File: config.mk
export PLATFORM = sky130hd
export DESIGN_NAME = nes_ctrl_top
export DESIGN_NICKNAME = d
export VERILOG_FILES = /design/src/source/nes_ctrl_pkg.sv /design/src/source/axi_lite_slave.sv /design/src/source/nes_ctrl_regs.sv /design/src/source/nes_ctrl_top.sv
export VERILOG_INCLUDE_DIRS = /design/src /design/src/source
export SDC_FILE = /design/constraint.sdc
export NUM_CORES = 1
export LEC_CHECK = 0
export BUFFER_PORTS_ARGS = -buffer_cell sky130_fd_sc_hd__buf_2
export CAP_MARGIN = 40
export CORE_AREA = 3 3 146 148
export CTS_BUF_LIST = sky130_fd_sc_hd__clkbuf_4
export CTS_CLUSTER_SIZE = 12
export DETAILED_ROUTE_END_ITERATION = 10
export DIE_AREA = 0 0 149 151
export GPL_TIMING_DRIVEN = 0
export PLACE_DENSITY = 0.76
export SLEW_MARGIN = 20
export SYNTH_ARGS = -nofsm -noshare
export SYNTH_HDL_FRONTEND = slang
export SYNTH_SLANG_ARGS = --single-unit
export TNS_END_PERCENT = 50
File: constraint.sdc
create_clock -name clk -period 4.8 [get_ports clk]
set_input_delay 0.72 -clock clk [delete_from_list [all_inputs] [get_ports clk]]
set_output_delay 0.72 -clock clk [all_outputs]
set_load 0.01 [all_outputs]
File: src/source/nes_ctrl_macros.svh
`ifndef NES_CTRL_MACROS_SVH
`define NES_CTRL_MACROS_SVH

// Bus widths
`define NES_ADDR_WIDTH          8
`define NES_DATA_WIDTH          32
`define NES_HCI_ADDR_WIDTH      16
`define NES_HCI_STATUS_WIDTH    16

// Version reported in the version register
`define NES_VERSION_MAJOR       1
`define NES_VERSION_MINOR       0
`define NES_VERSION_REVISION    0
`define NES_MAJOR_RANGE         31:28
`define NES_MINOR_RANGE         27:20
`define NES_REVISION_RANGE      19:16

// Control register bits
`define NES_CTRL_HCI_RESET      0
`define NES_CTRL_CONSOLE_RESET  1

// Status register bits
`define NES_STAT_HCI_READY      1
`define NES_STAT_HCI_STATUS_LSB 16

`endif

File: src/source/nes_ctrl_pkg.sv
`include "nes_ctrl_macros.svh"

package nes_ctrl_pkg;

  // Word addresses are the byte address without its two low bits
  typedef enum logic [`NES_ADDR_WIDTH-3:0] {
    REG_CONTROL          = 0,
    REG_STATUS           = 1,
    REG_USER_INPUT       = 2,
    REG_HCI_OPCODE_COUNT = 3,
    REG_HCI_OPCODE_ADDR  = 4,
    REG_HCI_OPCODE       = 5,
    REG_HCI_OPCODE_DATA  = 6,
    REG_HCI_READ_STB     = 7,
    REG_IMAGE_WIDTH      = 8,
    REG_IMAGE_HEIGHT     = 9,
    REG_IMAGE_SIZE       = 10,
    REG_VERSION          = 11
  } reg_addr_e;

  // Bus slave sequencing
  typedef enum logic [2:0] {
    ST_IDLE,
    ST_WR_REQ,
    ST_WR_RESP,
    ST_RD_REQ,
    ST_RD_RESP
  } axi_state_e;

  typedef enum logic [1:0] {
    RESP_OKAY   = 2'b00,
    RESP_SLVERR = 2'b10
  } axi_resp_e;

endpackage

File: src/source/axi_lite_slave.sv
`include "nes_ctrl_macros.svh"

module axi_lite_slave
  import nes_ctrl_pkg::*;
(
  input  logic                            clk,
  input  logic                            w_axi_rst,

  // Write address and data channels
  input  logic                            i_awvalid,
  input  logic [`NES_ADDR_WIDTH-1:0]      i_awaddr,
  output logic                            o_awready,
  input  logic                            i_wvalid,
  input  logic [`NES_DATA_WIDTH-1:0]      i_wdata,
  output logic                            o_wready,

  // Write response channel
  output logic                            o_bvalid,
  output axi_resp_e                       o_bresp,
  input  logic                            i_bready,

  // Read address channel
  input  logic                            i_arvalid,
  input  logic [`NES_ADDR_WIDTH-1:0]      i_araddr,
  output logic                            o_arready,

  // Read data channel
  output logic                            o_rvalid,
  output axi_resp_e                       o_rresp,
  output logic [`NES_DATA_WIDTH-1:0]      o_rdata,
  input  logic                            i_rready,

  // Register request side
  output logic [`NES_ADDR_WIDTH-3:0]      o_reg_addr,
  output logic                            o_reg_wr_req,
  output logic [`NES_DATA_WIDTH-1:0]      o_reg_wr_data,
  input  logic                            i_reg_wr_ack,
  output logic                            o_reg_rd_req,
  input  logic                            i_reg_rd_ack,
  input  logic [`NES_DATA_WIDTH-1:0]      i_reg_rd_data,
  input  logic                            i_reg_invalid
);

  axi_state_e r_state;

  always_ff @(posedge clk) begin
    if (w_axi_rst) begin
      r_state       <= ST_IDLE;
      o_awready     <= 1'b0;
      o_wready      <= 1'b0;
      o_bvalid      <= 1'b0;
      o_bresp       <= RESP_OKAY;
      o_arready     <= 1'b0;
      o_rvalid      <= 1'b0;
      o_rresp       <= RESP_OKAY;
      o_rdata       <= '0;
      o_reg_addr    <= '0;
      o_reg_wr_req  <= 1'b0;
      o_reg_wr_data <= '0;
      o_reg_rd_req  <= 1'b0;
    end else begin
      // Readies are single-cycle handshakes
      o_awready <= 1'b0;
      o_wready  <= 1'b0;
      o_arready <= 1'b0;

      case (r_state)
        ST_IDLE: begin
          // Writes win when both directions are pending
          if (i_awvalid && i_wvalid) begin
            o_awready     <= 1'b1;
            o_wready      <= 1'b1;
            o_reg_addr    <= i_awaddr[`NES_ADDR_WIDTH-1:2];
            o_reg_wr_data <= i_wdata;
            o_reg_wr_req  <= 1'b1;
            r_state       <= ST_WR_REQ;
          end else if (i_arvalid) begin
            o_arready    <= 1'b1;
            o_reg_addr   <= i_araddr[`NES_ADDR_WIDTH-1:2];
            o_reg_rd_req <= 1'b1;
            r_state      <= ST_RD_REQ;
          end
        end

        ST_WR_REQ: begin
          // Hold the request until the bank answers
          if (i_reg_wr_ack) begin
            o_reg_wr_req <= 1'b0;
            o_bvalid     <= 1'b1;
            o_bresp      <= i_reg_invalid ? RESP_SLVERR : RESP_OKAY;
            r_state      <= ST_WR_RESP;
          end
        end

        ST_WR_RESP: begin
          if (i_bready) begin
            o_bvalid <= 1'b0;
            r_state  <= ST_IDLE;
          end
        end

        ST_RD_REQ: begin
          if (i_reg_rd_ack) begin
            o_reg_rd_req <= 1'b0;
            o_rvalid     <= 1'b1;
            o_rdata      <= i_reg_rd_data;
            o_rresp      <= i_reg_invalid ? RESP_SLVERR : RESP_OKAY;
            r_state      <= ST_RD_RESP;
          end
        end

        ST_RD_RESP: begin
          // Data stays put while the master stalls
          if (i_rready) begin
            o_rvalid <= 1'b0;
            r_state  <= ST_IDLE;
          end
        end

        default: begin
          r_state <= ST_IDLE;
        end
      endcase
    end
  end

endmodule

File: src/source/nes_ctrl_regs.sv
`include "nes_ctrl_macros.svh"

module nes_ctrl_regs
  import nes_ctrl_pkg::*;
(
  input  logic                                clk,
  input  logic                                w_axi_rst,

  // Register request side
  input  logic [`NES_ADDR_WIDTH-3:0]          i_reg_addr,
  input  logic                                i_reg_wr_req,
  input  logic [`NES_DATA_WIDTH-1:0]          i_reg_wr_data,
  output logic                                o_reg_wr_ack,
  input  logic                                i_reg_rd_req,
  output logic                                o_reg_rd_ack,
  output logic [`NES_DATA_WIDTH-1:0]          o_reg_rd_data,
  output logic                                o_reg_invalid,

  // Console control
  output logic                                o_hci_reset,
  output logic                                o_console_reset,
  output logic [7:0]                          o_jp1_state,
  output logic [7:0]                          o_jp2_state,

  // HCI command side
  output logic [7:0]                          o_hci_opcode,
  output logic                                o_hci_opcode_stb,
  input  logic                                i_hci_opcode_ack,
  input  logic [`NES_HCI_STATUS_WIDTH-1:0]    i_hci_opcode_status,
  output logic [`NES_HCI_ADDR_WIDTH-1:0]      o_hci_address,
  output logic [`NES_DATA_WIDTH-1:0]          o_hci_count,
  output logic [7:0]                          o_hci_din,
  output logic                                o_hci_din_stb,
  input  logic                                i_hci_sm_ready,
  input  logic                                i_hci_dout_stb,
  input  logic [7:0]                          i_hci_dout,
  output logic                                o_hci_host_ready
);

  reg_addr_e                          w_addr;
  logic                               w_addr_invalid;
  logic [`NES_DATA_WIDTH-1:0]         w_control;
  logic [`NES_DATA_WIDTH-1:0]         w_status;
  logic [`NES_DATA_WIDTH-1:0]         w_version;
  logic [`NES_HCI_STATUS_WIDTH-1:0]   r_hci_status;
  logic [7:0]                         r_hci_dout;

  assign w_addr         = reg_addr_e'(i_reg_addr);
  assign w_addr_invalid = (i_reg_addr > REG_VERSION);

  // Read views of the packed registers
  always_comb begin
    w_control = '0;
    w_control[`NES_CTRL_HCI_RESET]     = o_hci_reset;
    w_control[`NES_CTRL_CONSOLE_RESET] = o_console_reset;

    // Clock-locked and new-status bits stay zero
    w_status = '0;
    w_status[`NES_STAT_HCI_READY] = i_hci_sm_ready;
    w_status[`NES_STAT_HCI_STATUS_LSB +: `NES_HCI_STATUS_WIDTH] = r_hci_status;

    w_version = '0;
    w_version[`NES_MAJOR_RANGE]    = `NES_VERSION_MAJOR;
    w_version[`NES_MINOR_RANGE]    = `NES_VERSION_MINOR;
    w_version[`NES_REVISION_RANGE] = `NES_VERSION_REVISION;
  end

  always_ff @(posedge clk) begin
    if (w_axi_rst) begin
      o_reg_wr_ack     <= 1'b0;
      o_reg_rd_ack     <= 1'b0;
      o_reg_rd_data    <= '0;
      o_reg_invalid    <= 1'b0;
      o_hci_reset      <= 1'b1;
      o_console_reset  <= 1'b1;
      o_jp1_state      <= '0;
      o_jp2_state      <= '0;
      o_hci_opcode     <= '0;
      o_hci_opcode_stb <= 1'b0;
      o_hci_address    <= '0;
      o_hci_count      <= '0;
      o_hci_din        <= '0;
      o_hci_din_stb    <= 1'b0;
      o_hci_host_ready <= 1'b0;
      r_hci_status     <= '0;
      r_hci_dout       <= '0;
    end else begin
      // Acks and command strobes last one cycle
      o_reg_wr_ack     <= 1'b0;
      o_reg_rd_ack     <= 1'b0;
      o_reg_invalid    <= 1'b0;
      o_hci_opcode_stb <= 1'b0;
      o_hci_din_stb    <= 1'b0;
      o_hci_host_ready <= 1'b0;

      // Capture what the HCI returns
      if (i_hci_opcode_ack) begin
        r_hci_status <= i_hci_opcode_status;
      end
      if (i_hci_dout_stb) begin
        r_hci_dout <= i_hci_dout;
      end

      // Request is still high in the ack cycle, so skip it there
      if (i_reg_wr_req && !o_reg_wr_ack) begin
        case (w_addr)
          REG_CONTROL: begin
            o_hci_reset     <= i_reg_wr_data[`NES_CTRL_HCI_RESET];
            o_console_reset <= i_reg_wr_data[`NES_CTRL_CONSOLE_RESET];
          end
          REG_USER_INPUT: begin
            o_jp1_state <= i_reg_wr_data[7:0];
            o_jp2_state <= i_reg_wr_data[15:8];
          end
          REG_HCI_OPCODE_COUNT: o_hci_count <= i_reg_wr_data;
          REG_HCI_OPCODE_ADDR: begin
            o_hci_address <= i_reg_wr_data[`NES_HCI_ADDR_WIDTH-1:0];
          end
          REG_HCI_OPCODE: begin
            o_hci_opcode     <= i_reg_wr_data[7:0];
            o_hci_opcode_stb <= 1'b1;
          end
          REG_HCI_OPCODE_DATA: begin
            o_hci_din     <= i_reg_wr_data[7:0];
            o_hci_din_stb <= 1'b1;
          end
          REG_HCI_READ_STB: o_hci_host_ready <= i_reg_wr_data[0];
          default: begin
          end
        endcase
        o_reg_invalid <= w_addr_invalid;
        o_reg_wr_ack  <= 1'b1;
      end else if (i_reg_rd_req && !o_reg_rd_ack) begin
        case (w_addr)
          REG_CONTROL:          o_reg_rd_data <= w_control;
          REG_STATUS:           o_reg_rd_data <= w_status;
          REG_HCI_OPCODE_COUNT: o_reg_rd_data <= o_hci_count;
          REG_HCI_OPCODE_ADDR: begin
            o_reg_rd_data <= {{(`NES_DATA_WIDTH-`NES_HCI_ADDR_WIDTH){1'b0}}, o_hci_address};
          end
          REG_HCI_OPCODE:       o_reg_rd_data <= {24'h0, o_hci_opcode};
          REG_HCI_OPCODE_DATA:  o_reg_rd_data <= {24'h0, r_hci_dout};
          REG_VERSION:          o_reg_rd_data <= w_version;
          // Image registers, joypads and unmapped words read zero
          default:              o_reg_rd_data <= '0;
        endcase
        o_reg_invalid <= w_addr_invalid;
        o_reg_rd_ack  <= 1'b1;
      end
    end
  end

endmodule

File: src/source/nes_ctrl_top.sv
`include "nes_ctrl_macros.svh"

module nes_ctrl_top (
  input  logic                                clk,
  input  logic                                w_axi_rst,

  // AXI-Lite slave port
  input  logic                                i_awvalid,
  input  logic [`NES_ADDR_WIDTH-1:0]          i_awaddr,
  output logic                                o_awready,
  input  logic                                i_wvalid,
  input  logic [`NES_DATA_WIDTH-1:0]          i_wdata,
  output logic                                o_wready,
  output logic                                o_bvalid,
  output logic [1:0]                          o_bresp,
  input  logic                                i_bready,
  input  logic                                i_arvalid,
  input  logic [`NES_ADDR_WIDTH-1:0]          i_araddr,
  output logic                                o_arready,
  output logic                                o_rvalid,
  output logic [1:0]                          o_rresp,
  output logic [`NES_DATA_WIDTH-1:0]          o_rdata,
  input  logic                                i_rready,

  // Console resets and joypads
  output logic                                o_hci_reset,
  output logic                                o_console_reset,
  output logic [7:0]                          o_jp1_state,
  output logic [7:0]                          o_jp2_state,

  // HCI
  output logic [7:0]                          o_hci_opcode,
  output logic                                o_hci_opcode_stb,
  input  logic                                i_hci_opcode_ack,
  input  logic [`NES_HCI_STATUS_WIDTH-1:0]    i_hci_opcode_status,
  output logic [`NES_HCI_ADDR_WIDTH-1:0]      o_hci_address,
  output logic [`NES_DATA_WIDTH-1:0]          o_hci_count,
  output logic [7:0]                          o_hci_din,
  output logic                                o_hci_din_stb,
  input  logic                                i_hci_sm_ready,
  input  logic                                i_hci_dout_stb,
  input  logic [7:0]                          i_hci_dout,
  output logic                                o_hci_host_ready
);

  logic [`NES_ADDR_WIDTH-3:0]   w_reg_addr;
  logic                         w_reg_wr_req;
  logic [`NES_DATA_WIDTH-1:0]   w_reg_wr_data;
  logic                         w_reg_wr_ack;
  logic                         w_reg_rd_req;
  logic                         w_reg_rd_ack;
  logic [`NES_DATA_WIDTH-1:0]   w_reg_rd_data;
  logic                         w_reg_invalid;

  // Bus transactions to single register requests
  axi_lite_slave u_slave (
    .clk           (clk),
    .w_axi_rst     (w_axi_rst),
    .i_awvalid     (i_awvalid),
    .i_awaddr      (i_awaddr),
    .o_awready     (o_awready),
    .i_wvalid      (i_wvalid),
    .i_wdata       (i_wdata),
    .o_wready      (o_wready),
    .o_bvalid      (o_bvalid),
    .o_bresp       (o_bresp),
    .i_bready      (i_bready),
    .i_arvalid     (i_arvalid),
    .i_araddr      (i_araddr),
    .o_arready     (o_arready),
    .o_rvalid      (o_rvalid),
    .o_rresp       (o_rresp),
    .o_rdata       (o_rdata),
    .i_rready      (i_rready),
    .o_reg_addr    (w_reg_addr),
    .o_reg_wr_req  (w_reg_wr_req),
    .o_reg_wr_data (w_reg_wr_data),
    .i_reg_wr_ack  (w_reg_wr_ack),
    .o_reg_rd_req  (w_reg_rd_req),
    .i_reg_rd_ack  (w_reg_rd_ack),
    .i_reg_rd_data (w_reg_rd_data),
    .i_reg_invalid (w_reg_invalid)
  );

  nes_ctrl_regs u_regs (
    .clk                 (clk),
    .w_axi_rst           (w_axi_rst),
    .i_reg_addr          (w_reg_addr),
    .i_reg_wr_req        (w_reg_wr_req),
    .i_reg_wr_data       (w_reg_wr_data),
    .o_reg_wr_ack        (w_reg_wr_ack),
    .i_reg_rd_req        (w_reg_rd_req),
    .o_reg_rd_ack        (w_reg_rd_ack),
    .o_reg_rd_data       (w_reg_rd_data),
    .o_reg_invalid       (w_reg_invalid),
    .o_hci_reset         (o_hci_reset),
    .o_console_reset     (o_console_reset),
    .o_jp1_state         (o_jp1_state),
    .o_jp2_state         (o_jp2_state),
    .o_hci_opcode        (o_hci_opcode),
    .o_hci_opcode_stb    (o_hci_opcode_stb),
    .i_hci_opcode_ack    (i_hci_opcode_ack),
    .i_hci_opcode_status (i_hci_opcode_status),
    .o_hci_address       (o_hci_address),
    .o_hci_count         (o_hci_count),
    .o_hci_din           (o_hci_din),
    .o_hci_din_stb       (o_hci_din_stb),
    .i_hci_sm_ready      (i_hci_sm_ready),
    .i_hci_dout_stb      (i_hci_dout_stb),
    .i_hci_dout          (i_hci_dout),
    .o_hci_host_ready    (o_hci_host_ready)
  );

endmodule

==> metrics.txt <==
share of total power in the clock network=39.9%; final hold viol count=0; highest ir drop seen on vdd=0.176 mV; y dimension of the die=about 150 µm; fin crit period=2.29 ns; Final Max Tran Viols=0; switching part of the total=26.6%; initial antenna violation count=3; Worst Tran Pin Value=0.734 ns; final period utilization=47.7%; launch point of the worst reg-to-reg path=u_slave.o_reg_addr[5]$_SDFFE_PP0P_; die area=22500 µm²; Post-synth EDFFs=0; count of cells along the worst register-to-register path=5; register bit total from synthesis=approximately 230; vias in the first global route=7621; internal power of the cells=2880 µW; Max transition margin=about half; leakage power=approximately 0.0046 µW; Worst-Skew Late Latency=~0.7 ns; H-tree level count=2; most used flip-flop cell after synthesis=dfxtp_1; Post-layout nets=1335; setup repair after global routing missed its margin=no; kind of critical path=reg -> reg; number of optimization iterations in the first detailed-route pass=5; Vias per Instance=5.16; final weighted congestion in routability-driven placement=0.936; number of rows in the core area=52; hold path cells=3; capturing element type of the critical path=register; total of max-cap violations=0; number of remaining DRC errors=0; post-DP HPWL=~20 mm; maximum root-to-sink buffer count=3; power density of the placed cells=369 nW/µm²; fraction of final layout cells sized beyond drive strength 1=around a quarter; most frequent cells in the layout=nand2_1 (236), dfxtp_1 (225), buf_2 (215); clock edge transition at the registers on the reported setup and hold paths=approximately 0.070 ns; most common cell after layout, fill and taps aside=nand2_1; detailed-route wire length=26.8 mm; Worst Path Required=5.35 ns; maximum clock frequency=around 440 MHz; Post-Place Cell Area=9950 µm²; CTS Buf Count=58; io pins=208; synthesized area=8630 µm²; hold path startpoint=i_wdata[10]; least setup slack across all paths after layout=~2.5 ns; pre-CTS setup slack=2.15 ns; Synth-to-Final Area Change=23.6%; Crit path arrival time=2.84 ns; Yosys warning count=0; Detail Route Antenna Nets=0; maximum number of pins on one net before global-route repair=17; r2r endpoint=u_regs.o_hci_din[3]$_SDFFE_PP0P_; fillcell total=1960; proportion of power drawn by flip-flops and latches=approximately 50%; Clk Tree Root Cell=clkbuf_4; hold_ws=0.268 ns; Worst Hold End=u_slave.o_reg_wr_data[10]$_SDFFE_PP0P_; wire length of the first global-routing pass=40.5 mm; net switching component of the power=~1000 µW; Detailed Route Iter0 Violations=between 500 and 600; count of cell types in the netlist=49; total track usage=around 23%; Worst Setup Start Kind=register; Post-Syn Instances=995; setup slack, reg-to-reg=2.51 ns; number of setup violations in the final report=0; total clock sinks=~230; Final Instance Area=10700 µm²; Starting Density=between 40% and 50%; floorplan die width=149 µm; path type of the worst min-delay path=in -> reg; core region area=20200 µm²; via count=8048; clock tree from TritonCTS=yes; status=completed; register area share after synthesis=52.2%; grt ovf=0; number of hold buffers added after CTS=0; Final Util=52.8%; Syn Area/Cell=8.67 µm²; number of buffers inserted to repair setup after CTS=0; Final TNS setup=0 ns; maximum fanout encountered on the critical timing path=10; routed length per placed instance=17.1 µm; Fin Clk Skew=approximately 0.050 ns; proportion of synthesized flip-flops having asynchronous set or reset=0%; IO buf count=just under 200; Comb power frac=10.1%; post-cts sizing count=0
==> through the flow <==
| step | total power (µW) | instances |
|---|---|---|
| 2_1_floorplan | 2250 | 996 |
| 3_3_place_gp | 2380 | 1463 |
| 3_5_place_dp | 2390 | 1463 |
| 4_1_cts | 3950 | 1559 |
| 5_1_grt | 4110 | 1561 |
| 6_report | 3930 | 1561 |
==> kinds of logic after synthesis <==
group | count (synthesis) | synth area share (%)
simple gates | 420 | 21.2
buf+inv | 80 | 4.05
other cells | 1 | 0.0435
compound gates | 190 | 13.1
flops | 225 | 52.2
mux | 79 | 9.40
==> registers in the layout, indices dropped and copies added, names as in the netlist, 3 cells and up <==
signal and count:
u_regs.o_jp2_state 8, u_slave.o_reg_addr 6, u_regs.o_reg_rd_data 32, u_regs.r_hci_status 16, u_regs.o_hci_count 32, u_regs.o_hci_opcode 8, u_slave.r_state 3, u_regs.o_hci_din 8
u_slave.o_reg_wr_data 32, u_slave.o_rdata 32, u_regs.r_hci_dout 8, u_regs.o_jp1_state 8, u_regs.o_hci_address 16
==> metal layers <==
metal	track usage (%)	share of wire (%)
met1	29.0	42
met2	37.4	47
met3	6.13	8.4
met4	7.19	1.8
met5	0	0.049
==> power groups by stage <==
stage                     Sequential [µW]  Clock (µW)  Combinational (µW)
after detailed placement             2000           0                 386
after floorplan                      1990           0                 258
after global routing                 1970        1710                 429
after CTS                            1960        1600                 389
after global placement               2000           0                 381
final                                1970        1570                 395
==> cells in the mapped netlist, types with 2 or more instances <==
cell type | instances | share of area [%]
nand4_1 | 2 | 0.15
a221oi_1 | 13 | 1.3
and3_1 | 4 | 0.29
nor4b_2 | 2 | 0.35
a211oi_1 | 3 | 0.26
a21oi_1 | 121 | 7.0
nor4_1 | 3 | 0.22
nand4b_1 | 3 | 0.30
nor3_1 | 9 | 0.52
mux2_2 | 15 | 2.0
mux2i_1 | 63 | 7.3
buf_4 | 5 | 0.44
buf_1 | 3 | 0.13
buf_2 | 18 | 1.0
nand2b_1 | 6 | 0.44
a31oi_1 | 3 | 0.22
nand2_1 | 236 | 10
nor3b_2 | 2 | 0.29
o2bb2ai_1 | 6 | 0.61
and4b_1 | 2 | 0.23
a311oi_1 | 6 | 0.61
nor2b_1 | 8 | 0.58
nor2_1 | 100 | 4.4
a211o_1 | 3 | 0.30
dfxtp_1 | 225 | 52
o21ai_0 | 3 | 0.17
a22oi_1 | 21 | 1.8
nor3_2 | 2 | 0.23
nand3b_1 | 4 | 0.35
o211ai_1 | 2 | 0.17
o21ai_1 | 7 | 0.41
clkbuf_1 | 52 | 2.3
nand3_1 | 27 | 1.6
==> area by class of cell <==
class / instances / area, µm² / share of cell area [%]
diodes: 2 / 5.00 / 0.0470
plain buffers: 79 / 345 / 3.24
clock buffers: 88 / 661 / 6.20
clock inverters: 8 / 38.8 / 0.364
inverters: 1 / 3.75 / 0.0352
multi-input cells: 691 / 3780 / 35.4
flip-flops and latches: 225 / 4500 / 42.3
well taps: 270 / 338 / 3.17
repair buffers: 197 / 986 / 9.25
==> worst max path at each step <==
stage,start,endpoint,slack [ns]
after global routing,u_slave.o_reg_addr[5]$_SDFFE_PP0P_,u_regs.o_hci_din[7]$_SDFFE_PP0P_,2.38
after CTS,u_slave.o_reg_addr[5]$_SDFFE_PP0P_,u_regs.o_hci_din[3]$_SDFFE_PP0P_,2.59
after global placement,i_awvalid,u_slave.o_reg_wr_data[19]$_SDFFE_PP0P_,2.24
after detailed placement,i_wvalid,u_slave.o_reg_wr_data[26]$_SDFFE_PP0P_,2.15
final,u_slave.o_reg_addr[5]$_SDFFE_PP0P_,u_regs.o_hci_din[3]$_SDFFE_PP0P_,2.51
after floorplan,i_awvalid,u_slave.o_reg_wr_data[26]$_SDFFE_PP0P_,2.80
==> worst max-delay path, cell delays in order, from the launching register on <==
cell      delay (ns)
dfxtp_1         0.34
clkbuf_1        0.26
nor4_1          0.49
nand4_1         0.65
mux2i_1         0.34
nor2_1          0.07
Power figures use the tool's default switching activity.
